**config.mk**
```make
export PLATFORM = sky130hd
export DESIGN_NAME = cpuTop
export DESIGN_NICKNAME = d
export VERILOG_FILES = /design/src/logic/cpuPkg.sv /design/src/logic/cpuTop.sv /design/src/logic/busMux.sv /design/src/logic/memPort.sv /design/src/logic/instrRegs.sv /design/src/logic/aluUnit.sv /design/src/logic/registerFile.sv /design/src/logic/controlUnit.sv
export SDC_FILE = /design/constraint.sdc
export NUM_CORES = 2
export LEC_CHECK = 0
export ABC_AREA = 1
export BUFFER_PORTS_ARGS = -buffer_cell sky130_fd_sc_hd__buf_2
export CORE_ASPECT_RATIO = 1.75
export CORE_MARGIN = 5
export CORE_UTILIZATION = 39
export CTS_BUF_LIST = sky130_fd_sc_hd__clkbuf_8
export CTS_CLUSTER_DIAMETER = 100
export DETAILED_ROUTE_END_ITERATION = 8
export GPL_TIMING_DRIVEN = 0
export PLACE_DENSITY = 0.59
export REMOVE_ABC_BUFFERS = 1
export SLEW_MARGIN = 40
export SYNTH_ARGS = -nofsm -noshare
export SYNTH_HDL_FRONTEND = slang
export SYNTH_SLANG_ARGS = --single-unit
```
**constraint.sdc**
```tcl
create_clock -name clock -period 9.6 [get_ports clock]
set_clock_uncertainty 0.2 [all_clocks]
set_input_delay 2.88 -clock clock [delete_from_list [all_inputs] [get_ports clock]]
set_output_delay 2.88 -clock clock [all_outputs]
set_load 0.02 [all_outputs]
```
**src/logic/cpuPkg.sv**
```systemverilog
`default_nettype none

package cpuPkg;

	localparam int dataWidth = 32;
	localparam int regAddrWidth = 4;
	localparam int numRegs = 16;
	localparam int opcodeWidth = 5;
	localparam int stepWidth = 8;
	localparam int immWidth = 19;

	// Opcode numbering
	localparam logic [opcodeWidth-1:0] opLd = 5'd0;
	localparam logic [opcodeWidth-1:0] opLdi = 5'd1;
	localparam logic [opcodeWidth-1:0] opSt = 5'd2;
	localparam logic [opcodeWidth-1:0] opAdd = 5'd3;
	localparam logic [opcodeWidth-1:0] opSub = 5'd4;
	localparam logic [opcodeWidth-1:0] opShr = 5'd5;
	localparam logic [opcodeWidth-1:0] opShra = 5'd6;
	localparam logic [opcodeWidth-1:0] opShl = 5'd7;
	localparam logic [opcodeWidth-1:0] opRor = 5'd8;
	localparam logic [opcodeWidth-1:0] opRol = 5'd9;
	localparam logic [opcodeWidth-1:0] opAnd = 5'd10;
	localparam logic [opcodeWidth-1:0] opOr = 5'd11;
	localparam logic [opcodeWidth-1:0] opAddi = 5'd12;
	localparam logic [opcodeWidth-1:0] opAndi = 5'd13;
	localparam logic [opcodeWidth-1:0] opOri = 5'd14;
	localparam logic [opcodeWidth-1:0] opNeg = 5'd17;
	localparam logic [opcodeWidth-1:0] opNot = 5'd18;
	localparam logic [opcodeWidth-1:0] opBr = 5'd19;
	localparam logic [opcodeWidth-1:0] opJr = 5'd20;
	localparam logic [opcodeWidth-1:0] opJal = 5'd21;
	localparam logic [opcodeWidth-1:0] opIn = 5'd22;
	localparam logic [opcodeWidth-1:0] opOut = 5'd23;
	localparam logic [opcodeWidth-1:0] opNop = 5'd26;
	localparam logic [opcodeWidth-1:0] opHalt = 5'd27;

	// Instruction steps are opcode then index 3..7
	localparam logic [stepWidth-1:0] stepReset = 8'b00000000;
	localparam logic [stepWidth-1:0] stepT0 = 8'b11111000;
	localparam logic [stepWidth-1:0] stepT1 = 8'b11111001;
	localparam logic [stepWidth-1:0] stepT2 = 8'b11111010;
	// First instruction step, resolved from the freshly loaded IR
	localparam logic [stepWidth-1:0] stepDecode = 8'b11111011;
	localparam logic [2:0] idx3 = 3'd3;
	localparam logic [2:0] idx4 = 3'd4;
	localparam logic [2:0] idx5 = 3'd5;
	localparam logic [2:0] idx6 = 3'd6;
	localparam logic [2:0] idx7 = 3'd7;
	localparam logic [stepWidth-1:0] stepNop = {opNop, idx3};
	localparam logic [stepWidth-1:0] stepHalt = {opHalt, idx3};

	localparam logic [1:0] condZero = 2'b00;
	localparam logic [1:0] condNonZero = 2'b01;
	localparam logic [1:0] condPositive = 2'b10;
	localparam logic [1:0] condNegative = 2'b11;

	typedef union packed {
		struct packed {
			logic [opcodeWidth-1:0] opcode;
			logic [regAddrWidth-1:0] ra;
			logic [regAddrWidth-1:0] rb;
			logic [regAddrWidth-1:0] rc;
			logic [14:0] unused;
		} regForm;
		struct packed {
			logic [opcodeWidth-1:0] opcode;
			logic [regAddrWidth-1:0] ra;
			logic [regAddrWidth-1:0] rb;
			logic [immWidth-1:0] imm;
		} immForm;
		struct packed {
			logic [opcodeWidth-1:0] opcode;
			logic [regAddrWidth-1:0] ra;
			logic [1:0] pad;
			logic [1:0] cond;
			logic [immWidth-1:0] imm;
		} branchForm;
	} instrWord_u;

	typedef struct packed {
		logic add;
		logic sub;
		logic andOp;
		logic orOp;
		logic shr;
		logic shra;
		logic shl;
		logic ror;
		logic rol;
		logic neg;
		logic notOp;
		logic incPc;
	} aluOp_t;

	typedef struct packed {
		logic gra;
		logic grb;
		logic grc;
		logic rin;
		logic rout;
		logic baOut;
		logic yIn;
		logic zIn;
		logic pcIn;
		logic irIn;
		logic marIn;
		logic mdrIn;
		logic conIn;
		logic outPortIn;
		logic zOut;
		logic pcOut;
		logic mdrOut;
		logic cseOut;
		logic inPortOut;
		logic memRead;
		logic memWrite;
		aluOp_t aluOp;
	} ctrlSignals_t;

endpackage

`default_nettype wire
```
**src/logic/cpuTop.sv**
```systemverilog
`timescale 1ns/1ps
`default_nettype none

module cpuTop (
	input wire logic clock,
	input wire logic reset,
	input wire logic [cpuPkg::dataWidth-1:0] memRdData,
	input wire logic [cpuPkg::dataWidth-1:0] inPort,
	output logic [cpuPkg::dataWidth-1:0] memAddr,
	output logic [cpuPkg::dataWidth-1:0] memWrData,
	output logic memRead,
	output logic memWrite,
	output logic [cpuPkg::dataWidth-1:0] outPort,
	output logic outStrobe,
	output logic halted
);
	import cpuPkg::*;

	ctrlSignals_t ctrl;
	instrWord_u ir;
	logic conFlag;
	logic [dataWidth-1:0] bus;
	logic [dataWidth-1:0] regOut;
	logic [dataWidth-1:0] zOutValue;
	logic [dataWidth-1:0] pcValue;
	logic [dataWidth-1:0] mdrValue;
	logic [dataWidth-1:0] cseValue;
	logic [dataWidth-1:0] inPortValue;

	controlUnit control (
		.clock(clock), .reset(reset), .ir(ir), .conFlag(conFlag),
		.ctrl(ctrl), .halted(halted)
	);

	registerFile regFile (
		.clock(clock), .reset(reset), .ctrl(ctrl), .ir(ir), .bus(bus), .regOut(regOut)
	);

	aluUnit alu (
		.clock(clock), .reset(reset), .ctrl(ctrl), .bus(bus), .zOutValue(zOutValue)
	);

	instrRegs instr (
		.clock(clock), .reset(reset), .ctrl(ctrl), .bus(bus), .ir(ir),
		.pcValue(pcValue), .cseValue(cseValue), .conFlag(conFlag)
	);

	memPort mem (
		.clock(clock), .reset(reset), .ctrl(ctrl), .bus(bus),
		.memRdData(memRdData), .inPort(inPort),
		.memAddr(memAddr), .memWrData(memWrData),
		.memRead(memRead), .memWrite(memWrite),
		.mdrValue(mdrValue), .inPortValue(inPortValue),
		.outPort(outPort), .outStrobe(outStrobe)
	);

	busMux mux (
		.ctrl(ctrl), .regOut(regOut), .zOutValue(zOutValue), .pcValue(pcValue),
		.mdrValue(mdrValue), .cseValue(cseValue), .inPortValue(inPortValue), .bus(bus)
	);

endmodule

`default_nettype wire

```
**src/logic/busMux.sv**
```systemverilog
`timescale 1ns/1ps
`default_nettype none

module busMux (
	input wire cpuPkg::ctrlSignals_t ctrl,
	input wire logic [cpuPkg::dataWidth-1:0] regOut,
	input wire logic [cpuPkg::dataWidth-1:0] zOutValue,
	input wire logic [cpuPkg::dataWidth-1:0] pcValue,
	input wire logic [cpuPkg::dataWidth-1:0] mdrValue,
	input wire logic [cpuPkg::dataWidth-1:0] cseValue,
	input wire logic [cpuPkg::dataWidth-1:0] inPortValue,
	output logic [cpuPkg::dataWidth-1:0] bus
);
	import cpuPkg::*;

	logic regDrive;
	logic [5:0] enables;

	assign regDrive = ctrl.rout || ctrl.baOut;
	assign enables = {regDrive, ctrl.zOut, ctrl.pcOut, ctrl.mdrOut, ctrl.cseOut, ctrl.inPortOut};

	always_comb begin
		bus = '0;
		if (regDrive) bus = regOut;
		else if (ctrl.zOut) bus = zOutValue;
		else if (ctrl.pcOut) bus = pcValue;
		else if (ctrl.mdrOut) bus = mdrValue;
		else if (ctrl.cseOut) bus = cseValue;
		else if (ctrl.inPortOut) bus = inPortValue;
	end

	// No clock here, so checked once the inputs settle
	always_comb begin
		singleDriver: assert final ($onehot0(enables));
	end

endmodule

`default_nettype wire

```
**src/logic/memPort.sv**
```systemverilog
`timescale 1ns/1ps
`default_nettype none

module memPort (
	input wire logic clock,
	input wire logic reset,
	input wire cpuPkg::ctrlSignals_t ctrl,
	input wire logic [cpuPkg::dataWidth-1:0] bus,
	input wire logic [cpuPkg::dataWidth-1:0] memRdData,
	input wire logic [cpuPkg::dataWidth-1:0] inPort,
	output logic [cpuPkg::dataWidth-1:0] memAddr,
	output logic [cpuPkg::dataWidth-1:0] memWrData,
	output logic memRead,
	output logic memWrite,
	output logic [cpuPkg::dataWidth-1:0] mdrValue,
	output logic [cpuPkg::dataWidth-1:0] inPortValue,
	output logic [cpuPkg::dataWidth-1:0] outPort,
	output logic outStrobe
);
	import cpuPkg::*;

	assign memRead = ctrl.memRead;
	assign memWrite = ctrl.memWrite;
	assign memWrData = mdrValue;

	always_ff @(posedge clock) begin
		if (reset) begin
			memAddr <= '0;
			mdrValue <= '0;
			outPort <= '0;
			outStrobe <= 1'b0;
			inPortValue <= '0;
		end else begin
			if (ctrl.marIn) memAddr <= bus;
			if (ctrl.mdrIn) mdrValue <= ctrl.memRead ? memRdData : bus;
			if (ctrl.outPortIn) outPort <= bus;
			outStrobe <= ctrl.outPortIn;
			inPortValue <= inPort;
		end
	end

	noReadWrite: assert property (@(posedge clock) disable iff (reset)
		!(memRead && memWrite));

endmodule

`default_nettype wire

```
**src/logic/instrRegs.sv**
```systemverilog
`timescale 1ns/1ps
`default_nettype none

module instrRegs (
	input wire logic clock,
	input wire logic reset,
	input wire cpuPkg::ctrlSignals_t ctrl,
	input wire logic [cpuPkg::dataWidth-1:0] bus,
	output cpuPkg::instrWord_u ir,
	output logic [cpuPkg::dataWidth-1:0] pcValue,
	output logic [cpuPkg::dataWidth-1:0] cseValue,
	output logic conFlag
);
	import cpuPkg::*;

	logic condMet;

	assign cseValue = {{(dataWidth-immWidth){ir.immForm.imm[immWidth-1]}}, ir.immForm.imm};

	always_comb begin
		case (ir.branchForm.cond)
			condZero: condMet = (bus == '0);
			condNonZero: condMet = (bus != '0);
			condPositive: condMet = !bus[dataWidth-1] && (bus != '0);
			default: condMet = bus[dataWidth-1];
		endcase
	end

	always_ff @(posedge clock) begin
		if (reset) begin
			pcValue <= '0;
			ir <= '0;
			conFlag <= 1'b0;
		end else begin
			if (ctrl.pcIn) pcValue <= bus;
			if (ctrl.irIn) ir <= bus;
			if (ctrl.conIn) conFlag <= condMet;
		end
	end

endmodule

`default_nettype wire

```
**src/logic/aluUnit.sv**
```systemverilog
`timescale 1ns/1ps
`default_nettype none

module aluUnit (
	input wire logic clock,
	input wire logic reset,
	input wire cpuPkg::ctrlSignals_t ctrl,
	input wire logic [cpuPkg::dataWidth-1:0] bus,
	output logic [cpuPkg::dataWidth-1:0] zOutValue
);
	import cpuPkg::*;

	logic [dataWidth-1:0] y;
	logic [dataWidth-1:0] z;
	logic [dataWidth-1:0] result;
	logic [4:0] count;
	logic [2*dataWidth-1:0] rotRight;
	logic [2*dataWidth-1:0] rotLeft;

	assign count = bus[4:0];
	// Rotates from a doubled word
	assign rotRight = {y, y} >> count;
	assign rotLeft = {y, y} << count;

	always_comb begin
		result = '0;
		if (ctrl.aluOp.add) result = y + bus;
		else if (ctrl.aluOp.sub) result = y - bus;
		else if (ctrl.aluOp.andOp) result = y & bus;
		else if (ctrl.aluOp.orOp) result = y | bus;
		else if (ctrl.aluOp.shr) result = y >> count;
		else if (ctrl.aluOp.shra) result = $signed(y) >>> count;
		else if (ctrl.aluOp.shl) result = y << count;
		else if (ctrl.aluOp.ror) result = rotRight[dataWidth-1:0];
		else if (ctrl.aluOp.rol) result = rotLeft[2*dataWidth-1:dataWidth];
		else if (ctrl.aluOp.neg) result = -bus;
		else if (ctrl.aluOp.notOp) result = ~bus;
		else if (ctrl.aluOp.incPc) result = bus + 1'b1;
	end

	always_ff @(posedge clock) begin
		if (reset) begin
			y <= '0;
			z <= '0;
		end else begin
			if (ctrl.yIn) y <= bus;
			if (ctrl.zIn) z <= result;
		end
	end

	assign zOutValue = z;

endmodule

`default_nettype wire

```
**src/logic/registerFile.sv**
```systemverilog
`timescale 1ns/1ps
`default_nettype none

module registerFile (
	input wire logic clock,
	input wire logic reset,
	input wire cpuPkg::ctrlSignals_t ctrl,
	input wire cpuPkg::instrWord_u ir,
	input wire logic [cpuPkg::dataWidth-1:0] bus,
	output logic [cpuPkg::dataWidth-1:0] regOut
);
	import cpuPkg::*;

	logic [dataWidth-1:0] regs [numRegs];
	logic [regAddrWidth-1:0] sel;

	always_comb begin
		sel = '0;
		if (ctrl.gra) sel = ir.regForm.ra;
		else if (ctrl.grb) sel = ir.regForm.rb;
		else if (ctrl.grc) sel = ir.regForm.rc;
	end

	always_ff @(posedge clock) begin
		if (reset) begin
			for (int i = 0; i < numRegs; i++) regs[i] <= '0;
		end else if (ctrl.rin) begin
			regs[sel] <= bus;
		end
	end

	// R0 is a zero base
	assign regOut = (ctrl.rout || (ctrl.baOut && sel != '0)) ? regs[sel] : '0;

	oneRegSelect: assert property (@(posedge clock) disable iff (reset)
		$onehot0({ctrl.gra, ctrl.grb, ctrl.grc}));

endmodule

`default_nettype wire

```
**src/logic/controlUnit.sv**
```systemverilog
`timescale 1ns/1ps
`default_nettype none

module controlUnit (
	input wire logic clock,
	input wire logic reset,
	input wire cpuPkg::instrWord_u ir,
	input wire logic conFlag,
	output cpuPkg::ctrlSignals_t ctrl,
	output logic halted
);
	import cpuPkg::*;

	logic [stepWidth-1:0] step;
	logic [stepWidth-1:0] firstStep;
	logic [stepWidth-1:0] curStep;
	logic [opcodeWidth-1:0] stepOp;
	logic lastStep;
	logic knownStep;

	// IR holds the new instruction once T2 has ended
	always_comb begin
		case (ir.regForm.opcode)
			opLd, opLdi, opSt, opAdd, opSub, opShr, opShra, opShl, opRor,
			opRol, opAnd, opOr, opAddi, opAndi, opOri, opNeg, opNot, opBr,
			opJr, opJal, opIn, opOut, opNop, opHalt:
				firstStep = {ir.regForm.opcode, idx3};
			// Unknown opcodes run as NOP
			default: firstStep = stepNop;
		endcase
	end

	assign curStep = (step == stepDecode) ? firstStep : step;
	assign stepOp = curStep[stepWidth-1:3];
	assign halted = (curStep == stepHalt);

	always_ff @(posedge clock) begin
		if (reset) begin
			step <= stepReset;
		end else begin
			case (curStep)
				stepReset: step <= stepT0;
				stepT0: step <= stepT1;
				stepT1: step <= stepT2;
				stepT2: step <= stepDecode;
				stepHalt: step <= stepHalt;
				default: step <= lastStep ? stepT0 : curStep + 1'b1;
			endcase
		end
	end

	always_comb begin
		ctrl = '0;
		lastStep = 1'b0;
		knownStep = 1'b1;
		case (curStep)
			stepReset: ;
			stepT0: begin
				ctrl.pcOut = 1'b1;
				ctrl.marIn = 1'b1;
				ctrl.aluOp.incPc = 1'b1;
				ctrl.zIn = 1'b1;
			end
			stepT1: begin
				ctrl.zOut = 1'b1;
				ctrl.pcIn = 1'b1;
				ctrl.memRead = 1'b1;
				ctrl.mdrIn = 1'b1;
			end
			stepT2: begin
				ctrl.mdrOut = 1'b1;
				ctrl.irIn = 1'b1;
			end
			// Base address plus constant
			{opLd, idx3}, {opLdi, idx3}, {opSt, idx3}: begin
				ctrl.grb = 1'b1;
				ctrl.baOut = 1'b1;
				ctrl.yIn = 1'b1;
			end
			{opLd, idx4}, {opLdi, idx4}, {opSt, idx4}, {opBr, idx5}: begin
				ctrl.cseOut = 1'b1;
				ctrl.aluOp.add = 1'b1;
				ctrl.zIn = 1'b1;
			end
			{opLd, idx5}, {opSt, idx5}: begin
				ctrl.zOut = 1'b1;
				ctrl.marIn = 1'b1;
			end
			{opLd, idx6}: begin
				ctrl.memRead = 1'b1;
				ctrl.mdrIn = 1'b1;
			end
			{opLd, idx7}: begin
				ctrl.mdrOut = 1'b1;
				ctrl.gra = 1'b1;
				ctrl.rin = 1'b1;
				lastStep = 1'b1;
			end
			{opSt, idx6}: begin
				ctrl.gra = 1'b1;
				ctrl.rout = 1'b1;
				ctrl.mdrIn = 1'b1;
			end
			{opSt, idx7}: begin
				ctrl.memWrite = 1'b1;
				lastStep = 1'b1;
			end
			{opAdd, idx3}, {opSub, idx3}, {opShr, idx3}, {opShra, idx3}, {opShl, idx3},
			{opRor, idx3}, {opRol, idx3}, {opAnd, idx3}, {opOr, idx3}, {opAddi, idx3},
			{opAndi, idx3}, {opOri, idx3}: begin
				ctrl.grb = 1'b1;
				ctrl.rout = 1'b1;
				ctrl.yIn = 1'b1;
			end
			{opAdd, idx4}, {opSub, idx4}, {opShr, idx4}, {opShra, idx4}, {opShl, idx4},
			{opRor, idx4}, {opRol, idx4}, {opAnd, idx4}, {opOr, idx4}, {opAddi, idx4},
			{opAndi, idx4}, {opOri, idx4}: begin
				// Immediate forms take the constant instead of rc
				if (stepOp == opAddi || stepOp == opAndi || stepOp == opOri) begin
					ctrl.cseOut = 1'b1;
				end else begin
					ctrl.grc = 1'b1;
					ctrl.rout = 1'b1;
				end
				ctrl.zIn = 1'b1;
				ctrl.aluOp.add = (stepOp == opAdd) || (stepOp == opAddi);
				ctrl.aluOp.sub = (stepOp == opSub);
				ctrl.aluOp.andOp = (stepOp == opAnd) || (stepOp == opAndi);
				ctrl.aluOp.orOp = (stepOp == opOr) || (stepOp == opOri);
				ctrl.aluOp.shr = (stepOp == opShr);
				ctrl.aluOp.shra = (stepOp == opShra);
				ctrl.aluOp.shl = (stepOp == opShl);
				ctrl.aluOp.ror = (stepOp == opRor);
				ctrl.aluOp.rol = (stepOp == opRol);
			end
			{opNeg, idx3}, {opNot, idx3}: begin
				ctrl.grb = 1'b1;
				ctrl.rout = 1'b1;
				ctrl.aluOp.neg = (stepOp == opNeg);
				ctrl.aluOp.notOp = (stepOp == opNot);
				ctrl.zIn = 1'b1;
			end
			{opLdi, idx5}, {opAdd, idx5}, {opSub, idx5}, {opShr, idx5}, {opShra, idx5},
			{opShl, idx5}, {opRor, idx5}, {opRol, idx5}, {opAnd, idx5}, {opOr, idx5},
			{opAddi, idx5}, {opAndi, idx5}, {opOri, idx5}, {opNeg, idx4}, {opNot, idx4}: begin
				ctrl.zOut = 1'b1;
				ctrl.gra = 1'b1;
				ctrl.rin = 1'b1;
				lastStep = 1'b1;
			end
			{opBr, idx3}: begin
				ctrl.gra = 1'b1;
				ctrl.rout = 1'b1;
				ctrl.conIn = 1'b1;
			end
			{opBr, idx4}: begin
				ctrl.pcOut = 1'b1;
				ctrl.yIn = 1'b1;
			end
			{opBr, idx6}: begin
				ctrl.zOut = 1'b1;
				ctrl.pcIn = conFlag;
				lastStep = 1'b1;
			end
			// Link register is rb
			{opJal, idx3}: begin
				ctrl.pcOut = 1'b1;
				ctrl.grb = 1'b1;
				ctrl.rin = 1'b1;
			end
			{opJr, idx3}, {opJal, idx4}: begin
				ctrl.gra = 1'b1;
				ctrl.rout = 1'b1;
				ctrl.pcIn = 1'b1;
				lastStep = 1'b1;
			end
			{opIn, idx3}: begin
				ctrl.inPortOut = 1'b1;
				ctrl.gra = 1'b1;
				ctrl.rin = 1'b1;
				lastStep = 1'b1;
			end
			{opOut, idx3}: begin
				ctrl.gra = 1'b1;
				ctrl.rout = 1'b1;
				ctrl.outPortIn = 1'b1;
				lastStep = 1'b1;
			end
			stepNop: lastStep = 1'b1;
			stepHalt: ;
			default: knownStep = 1'b0;
		endcase
	end

	stepDefined: assert property (@(posedge clock) disable iff (reset) knownStep);

endmodule

`default_nettype wire

```
* Word level (Yosys, flattened, before mapping) *
Memories as Yosys holds them, arrays and structs flattened.
Index checks and enable logic that the tools add are counted.

cells by class
  magnitude comparators = 0
  muxes and demuxes = 64
  add/sub/neg operators = 5
  divide/modulo/power cells = 0
  reductions and logical operators = 36
  equal/unequal tests = 107
  multiply operators = 0
  shift-type cells = 5
  bitwise gates (word level) = 3

operators with widths
  kind                                           count
  two-way mux 32 bit                             21
  == test 8 x 7 -> 1 bit, second input constant  21
  == test 8 bit, second input constant           19
  == test 8 x 6 -> 1 bit, second input constant  12
  == test 5 x 4 -> 1 bit, second input constant  14
  == test 8 x 5 -> 1 bit, second input constant  8
  << shifter 64 x 5 -> 64 bit                    1
  right shift 64 x 5 -> 32 bit                   1
  OR reduction 19 bit                            3
  == test 5 bit, second input constant           11
  == test 5 x 3 -> 1 bit, second input constant  8
  case mux 8 bit (5 select lines)                1
  OR reduction 18 bit                            2
  adder 32 x 1 -> 32 bit, second input constant  1
  adder 32 bit                                   1
  AND 32 bit                                     1
  == test 8 x 3 -> 1 bit, second input constant  4
  zero test 32 bit                               1
  two-way mux 8 bit                              4
  negation 32 bit                                1
  inverter 32 bit                                1
  bitwise OR 32 bit                              1
  nonzero test 32 bit                            1
  OR reduction 32 bit                            1
  31 further kinds                               81

storage, ports and cells
  RAM bits = 512
  bits in latches = 0
  ROM bits = 0
  memories = 1
  output and inout port bits = 100
  register bits = 266
  logic and storage cells = 232
  input port bits = 66

memories
  memory        depth  width  read ports  clocked after Yosys merged registers in  wr ports  RTL line            text
  regFile.regs  16     32     1           0                                        16        registerFile.sv:14  logic [dataWidth-1:0] regs [numRegs];

* Logic depth before layout (Yosys ltp) *
  depth after elaboration = 30
  mapped depth = 61
  depth with buffers taken out = 59

* By module *
From an unflattened synthesis, not the netlist that was laid out.

unflattened totals
  cells, all modules = 7495
  area, all modules = 51020.2 um^2

by module, submodules not included
  module        cells each  instances  area an instance (um^2)  sequential area each (um^2)
  registerFile  2749        1          24304.6                  15374.7
  aluUnit       2952        1          15220.8                  1281.2
  memPort       689         1          5106.1                   2582.5
  instrRegs     352         1          2605.0                   1301.2
  busMux        456         1          2122.0                   0.0
  controlUnit   297         1          1661.6                   160.2

* Worst setup path after synthesis *
OpenSTA, ideal clock, no wires.

  kind = reg2reg
  from = register control.step[0]
  to = register alu.z[28], in the netlist alu.zOutValue[28]
  path buffers = 4
  stages on the path, launching flop included = 55
  clock period less this slack = 7.113 ns
  arrival = 6.786 ns
  setup slack = 2.487 ns
  cell sequence = dfxtp_1 -> ha_1 -> nand3_2 -> nor2_8 -> nand3_1 -> nand2_4 -> nand2_2 -> nor2_1 -> nand2_1 -> nand3_2 -> nand3_2 -> nand3_1 -> nand3_2 -> nand2_2 -> nand2_1 -> buf_2 -> nor2_1 -> nor2_1 -> [19 not listed] -> nand2_1 -> a21oi_1 -> o21ai_0 -> a21oi_1 -> o31ai_1 -> nand3_1 -> nand2_1 -> nand2_1 -> nand2_1 -> inv_1 -> nor2_1 -> inv_1 -> o21ai_0 -> a21oi_1 -> o21ai_0 -> nand4_1 -> nor2_1 -> nor2_1

between the ends
  longest elaborated chain between the ends = 28

ends and longest elaborated chain
  what                                                                RTL line           text
  start: declaration                                                  controlUnit.sv:14  logic [stepWidth-1:0] step;
  start signal: assignment                                            controlUnit.sv:39  step <= stepReset;
  start signal: assignment                                            controlUnit.sv:42  stepReset: step <= stepT0;
  start signal: assignment                                            controlUnit.sv:43  stepT0: step <= stepT1;
  == test 8 bit                                                       controlUnit.sv:33  assign curStep = (step == stepDecode) ? firstStep : step;
  two-way mux 8 bit *                                                 controlUnit.sv:33
  branches (longest 26 deep; another with memory read (16 x 32 bit))  n/a
  end signal: assignment                                              aluUnit.sv:47      if (ctrl.zIn) z <= result;
  end: declaration                                                    aluUnit.sv:14      logic [dataWidth-1:0] z;

Every way passes the cells marked *.
A chain may end at the register's enable or synchronous reset.

* Worst setup path after layout *
  from = register control.step[1]
  to = register alu.z[29], in the netlist alu.zOutValue[29]

The elaborated chain is that of the path after synthesis.

==> out/results.txt <==
Input/output buffers - 165
Slowest CP cell - dfxtp_1
Slew Viols, Final - 0
Most common cell after layout, fill and taps aside - nand2_1
RSZ-0062 raised after global routing - no
Startpoint type of the worst setup path - register
CTS Root Cell - clkbuf_8
Max capacitance violation total - 0
Mux contribution to synthesized area - 0%
Post-synthesis simple-gate area fraction - 34.5%
Die H - 480 um
# H-tree levels - 3
Clk buf depth - 3
Iter 0 DRT Violations - 5020
Compound-Gate Fraction of Synth Area - 10.1%
Synthesized flop and latch total - 778
Final Hold Viols - 0
Clk Latency, worst-skew pair - 0.89 ns
Rel. slew slack - 36.0%
Max incr delay on CP - 0.40 ns
Cell Rows - 172
Ratio of cells with drive above 1 in the final layout - 10.2%
Synth Area in Adders - 2.67%
Worst-Margin Slew - 0.960 ns
Setup violators final - 0
Clock-pin slew on the worst setup and hold paths - 0.08 ns
Boundary Pins - 166
Critical path type - reg2reg
Area delta synth->final - 14.2%
WL/cell - 26.9 um
Pre-CTS setup slack - -2.20 ns
Crit-path most repeated cell - nand2_1
Drt pass-1 iters - 6
Fin crit share - 96.9%
Flop pwr share - 36.1%
Largest family of logic cells by synthesized area - simple AND/OR/NAND/NOR gates
Clock power frac - 27.1%
Syn avg cell area - 6.92 um2
P per Cell Area - 190 nW/um2
Synth unique cells - 60
Core box area - 125000 um2
Final worst slack - 0.299 ns
Vias per cell - 5.63
Int Power - 0.00617 W
CTS tree - done
Nets - 7291
Combinational Power Share - 36.8%
Initial antenna violation count - 9
Sequential area share after synthesis - 42.1%
Die area - 134000 um2
Worst Path Required - 10.17 ns
Routed Antenna Nets - 0
GPL Wtd Cong - 1.06
TritonCTS buffer count - 120
Width of the die - 279 um
Ys async rst share - 0%
Clock Sinks - 778
Post-synth EDFFs - 512
Post-layout util - 44.8%
Fillers - 12864
Max Clock Freq - 108 MHz
Critical Path AT - 9.87 ns
NetSw - 0.00449 W
Synth Warn # - 0
Worst-path fanout max - 33
Final min period - 9.30 ns
Critical Path End Type - register
Syn Std Cell Area - 49200 um2
Total congestion overflow - 0
Leak pwr - 26.3 nW
Initial Utilization - 39.2%
Final HPWL DP - 167 mm
Gr usage total - 34.2%
Worst min path class - reg2reg
Top FF cell, synth - edfxtp_1
Power Total - 0.0107 W
Most frequent cells in the layout - nand2_1 (2221), nor2_1 (984), inv_1 (801)
Largest net degree at the start of global routing - 87
Overall routed net length - 239 mm
First-pass GRT wire length - 333 mm
Peak supply drop - 0.000121 V
Post-route DRC violation count - 0
XOR/XNOR share of the synthesized area - 0.552%
Post-synthesis cell count - 7113
Switch share - 42.1%
Vias in the first global route - 47019
Vias - 50003
Status - completed
## synth_stat cells (all sizes together), types with 5 or more instances
cell type	instances	area (um2)
a211oi	7	52.6
a21oi	241	1220
a31oi	39	244
buf	169	923
clkbuf	274	1030
clkinv	5	18.8
dfxtp	266	5330
edfxtp	512	15400
ha	102	1280
inv	796	2990
nand2	2302	8740
nand3	612	3120
nand3b	41	308
nand4	59	369
nor2	1043	4100
nor3	23	120
o211ai	177	1330
o21a	5	37.5
o21ai	317	1600
o21bai	24	255
o22ai	11	68.8
o31ai	5	37.5
or2	25	156
xor2	29	254
## logic make-up (layout without fill, tap and decap cells)
group | Yosys count | after routing
AND/OR/NAND/NOR | 4114 | 4126
buffers and inverters | 1244 | 1340
AO/OA/AOI/OAI | 842 | 842
flip-flops | 778 | 778
adder cells (fa/ha/maj) | 104 | 104
XOR/XNOR | 31 | 31
other | 0 | 6
## metrics by stage
stage               instance area [um2]  cells  setup TNS, ns  hold slack (ns)
floorplan                         47300   6670         -81.39            0.236
global placement                  50100   8488       -6404.85            0.254
detailed placement                53300   8614         -27.87            0.254
CTS                               55900   8853              0            0.264
global route                      56200   8875              0            0.282
finish                            56200   8880              0            0.264
## layout make-up
class	instances	area (um2)	area share [%]
antenna	6	15.0	0.0267
clock buffer	120	1650	2.94
tap	1653	2070	3.68
multi-input combinational	5103	24500	43.6
clock inverter	102	688	1.22
timing repair buffer	317	3500	6.22
inverter	801	3070	5.46
sequential	778	20700	36.8
## state kept, by name, indices dropped and copies added, names as in the netlist
signal           count
regFile.regs       512
alu.y               32
alu.zOutValue       32
instr.ir            32
instr.pcValue       32
mem.inPortValue     32
mem.mdrValue        32
mem.memAddr         32
mem.outPort         32
control.step         8
instr.conFlag        1
mem.outStrobe        1
## per-layer routing
metal / wire length (um) / part of all wire, % / global-route usage [%]
met3: 17900 / 7.5 / 5.91
met4: 29400 / 12 / 33.0
met5: 18 / 0.0075 / 0
met1: 79700 / 33 / 36.2
met2: 112000 / 47 / 56.8
## worst paths after layout
check                                                    from                        endpoint  slack (ns)  depth (start not counted)
worst max-delay path               control.step[1]$_SDFF_PP0_  alu.zOutValue[29]$_SDFFE_PP0P_        0.30                         58
worst min-delay path            alu.zOutValue[7]$_SDFFE_PP0P_   alu.zOutValue[7]$_SDFFE_PP0P_        0.26                          2
worst max register to register     control.step[1]$_SDFF_PP0_  alu.zOutValue[29]$_SDFFE_PP0P_        0.30                         58
worst min register to register  alu.zOutValue[7]$_SDFFE_PP0P_   alu.zOutValue[7]$_SDFFE_PP0P_        0.26                          2
## power groups by stage
stage | clock (W) | sequential, W | combinational (W)
floorplan | 0 | 0.00385 | 0.00223
global placement | 0 | 0.00391 | 0.00350
finish | 0.00288 | 0.00385 | 0.00393
detailed placement | 0 | 0.00391 | 0.00366
CTS | 0.00291 | 0.00384 | 0.00373
global route | 0.00303 | 0.00385 | 0.00420
## what timing repair did
action,CTS,global route
gates cloned,11,4
hold buffers,0,0
endpoints found under the setup margin,29,9
pin swaps,10,8
gates resized for setup,17,32
buffers inserted,6,17
## critical path, delay by kind of cell, from the launching register on
kind / cells / cell delay [ns]
AND/OR/NAND/NOR: 37 / 4.83
AO/OA/AOI/OAI: 11 / 1.98
buffers and inverters: 8 / 1.15
adder cells (fa/ha/maj): 2 / 0.51
flip-flops: 1 / 0.40
No activity file was read; power rests on OpenSTA's default activity.
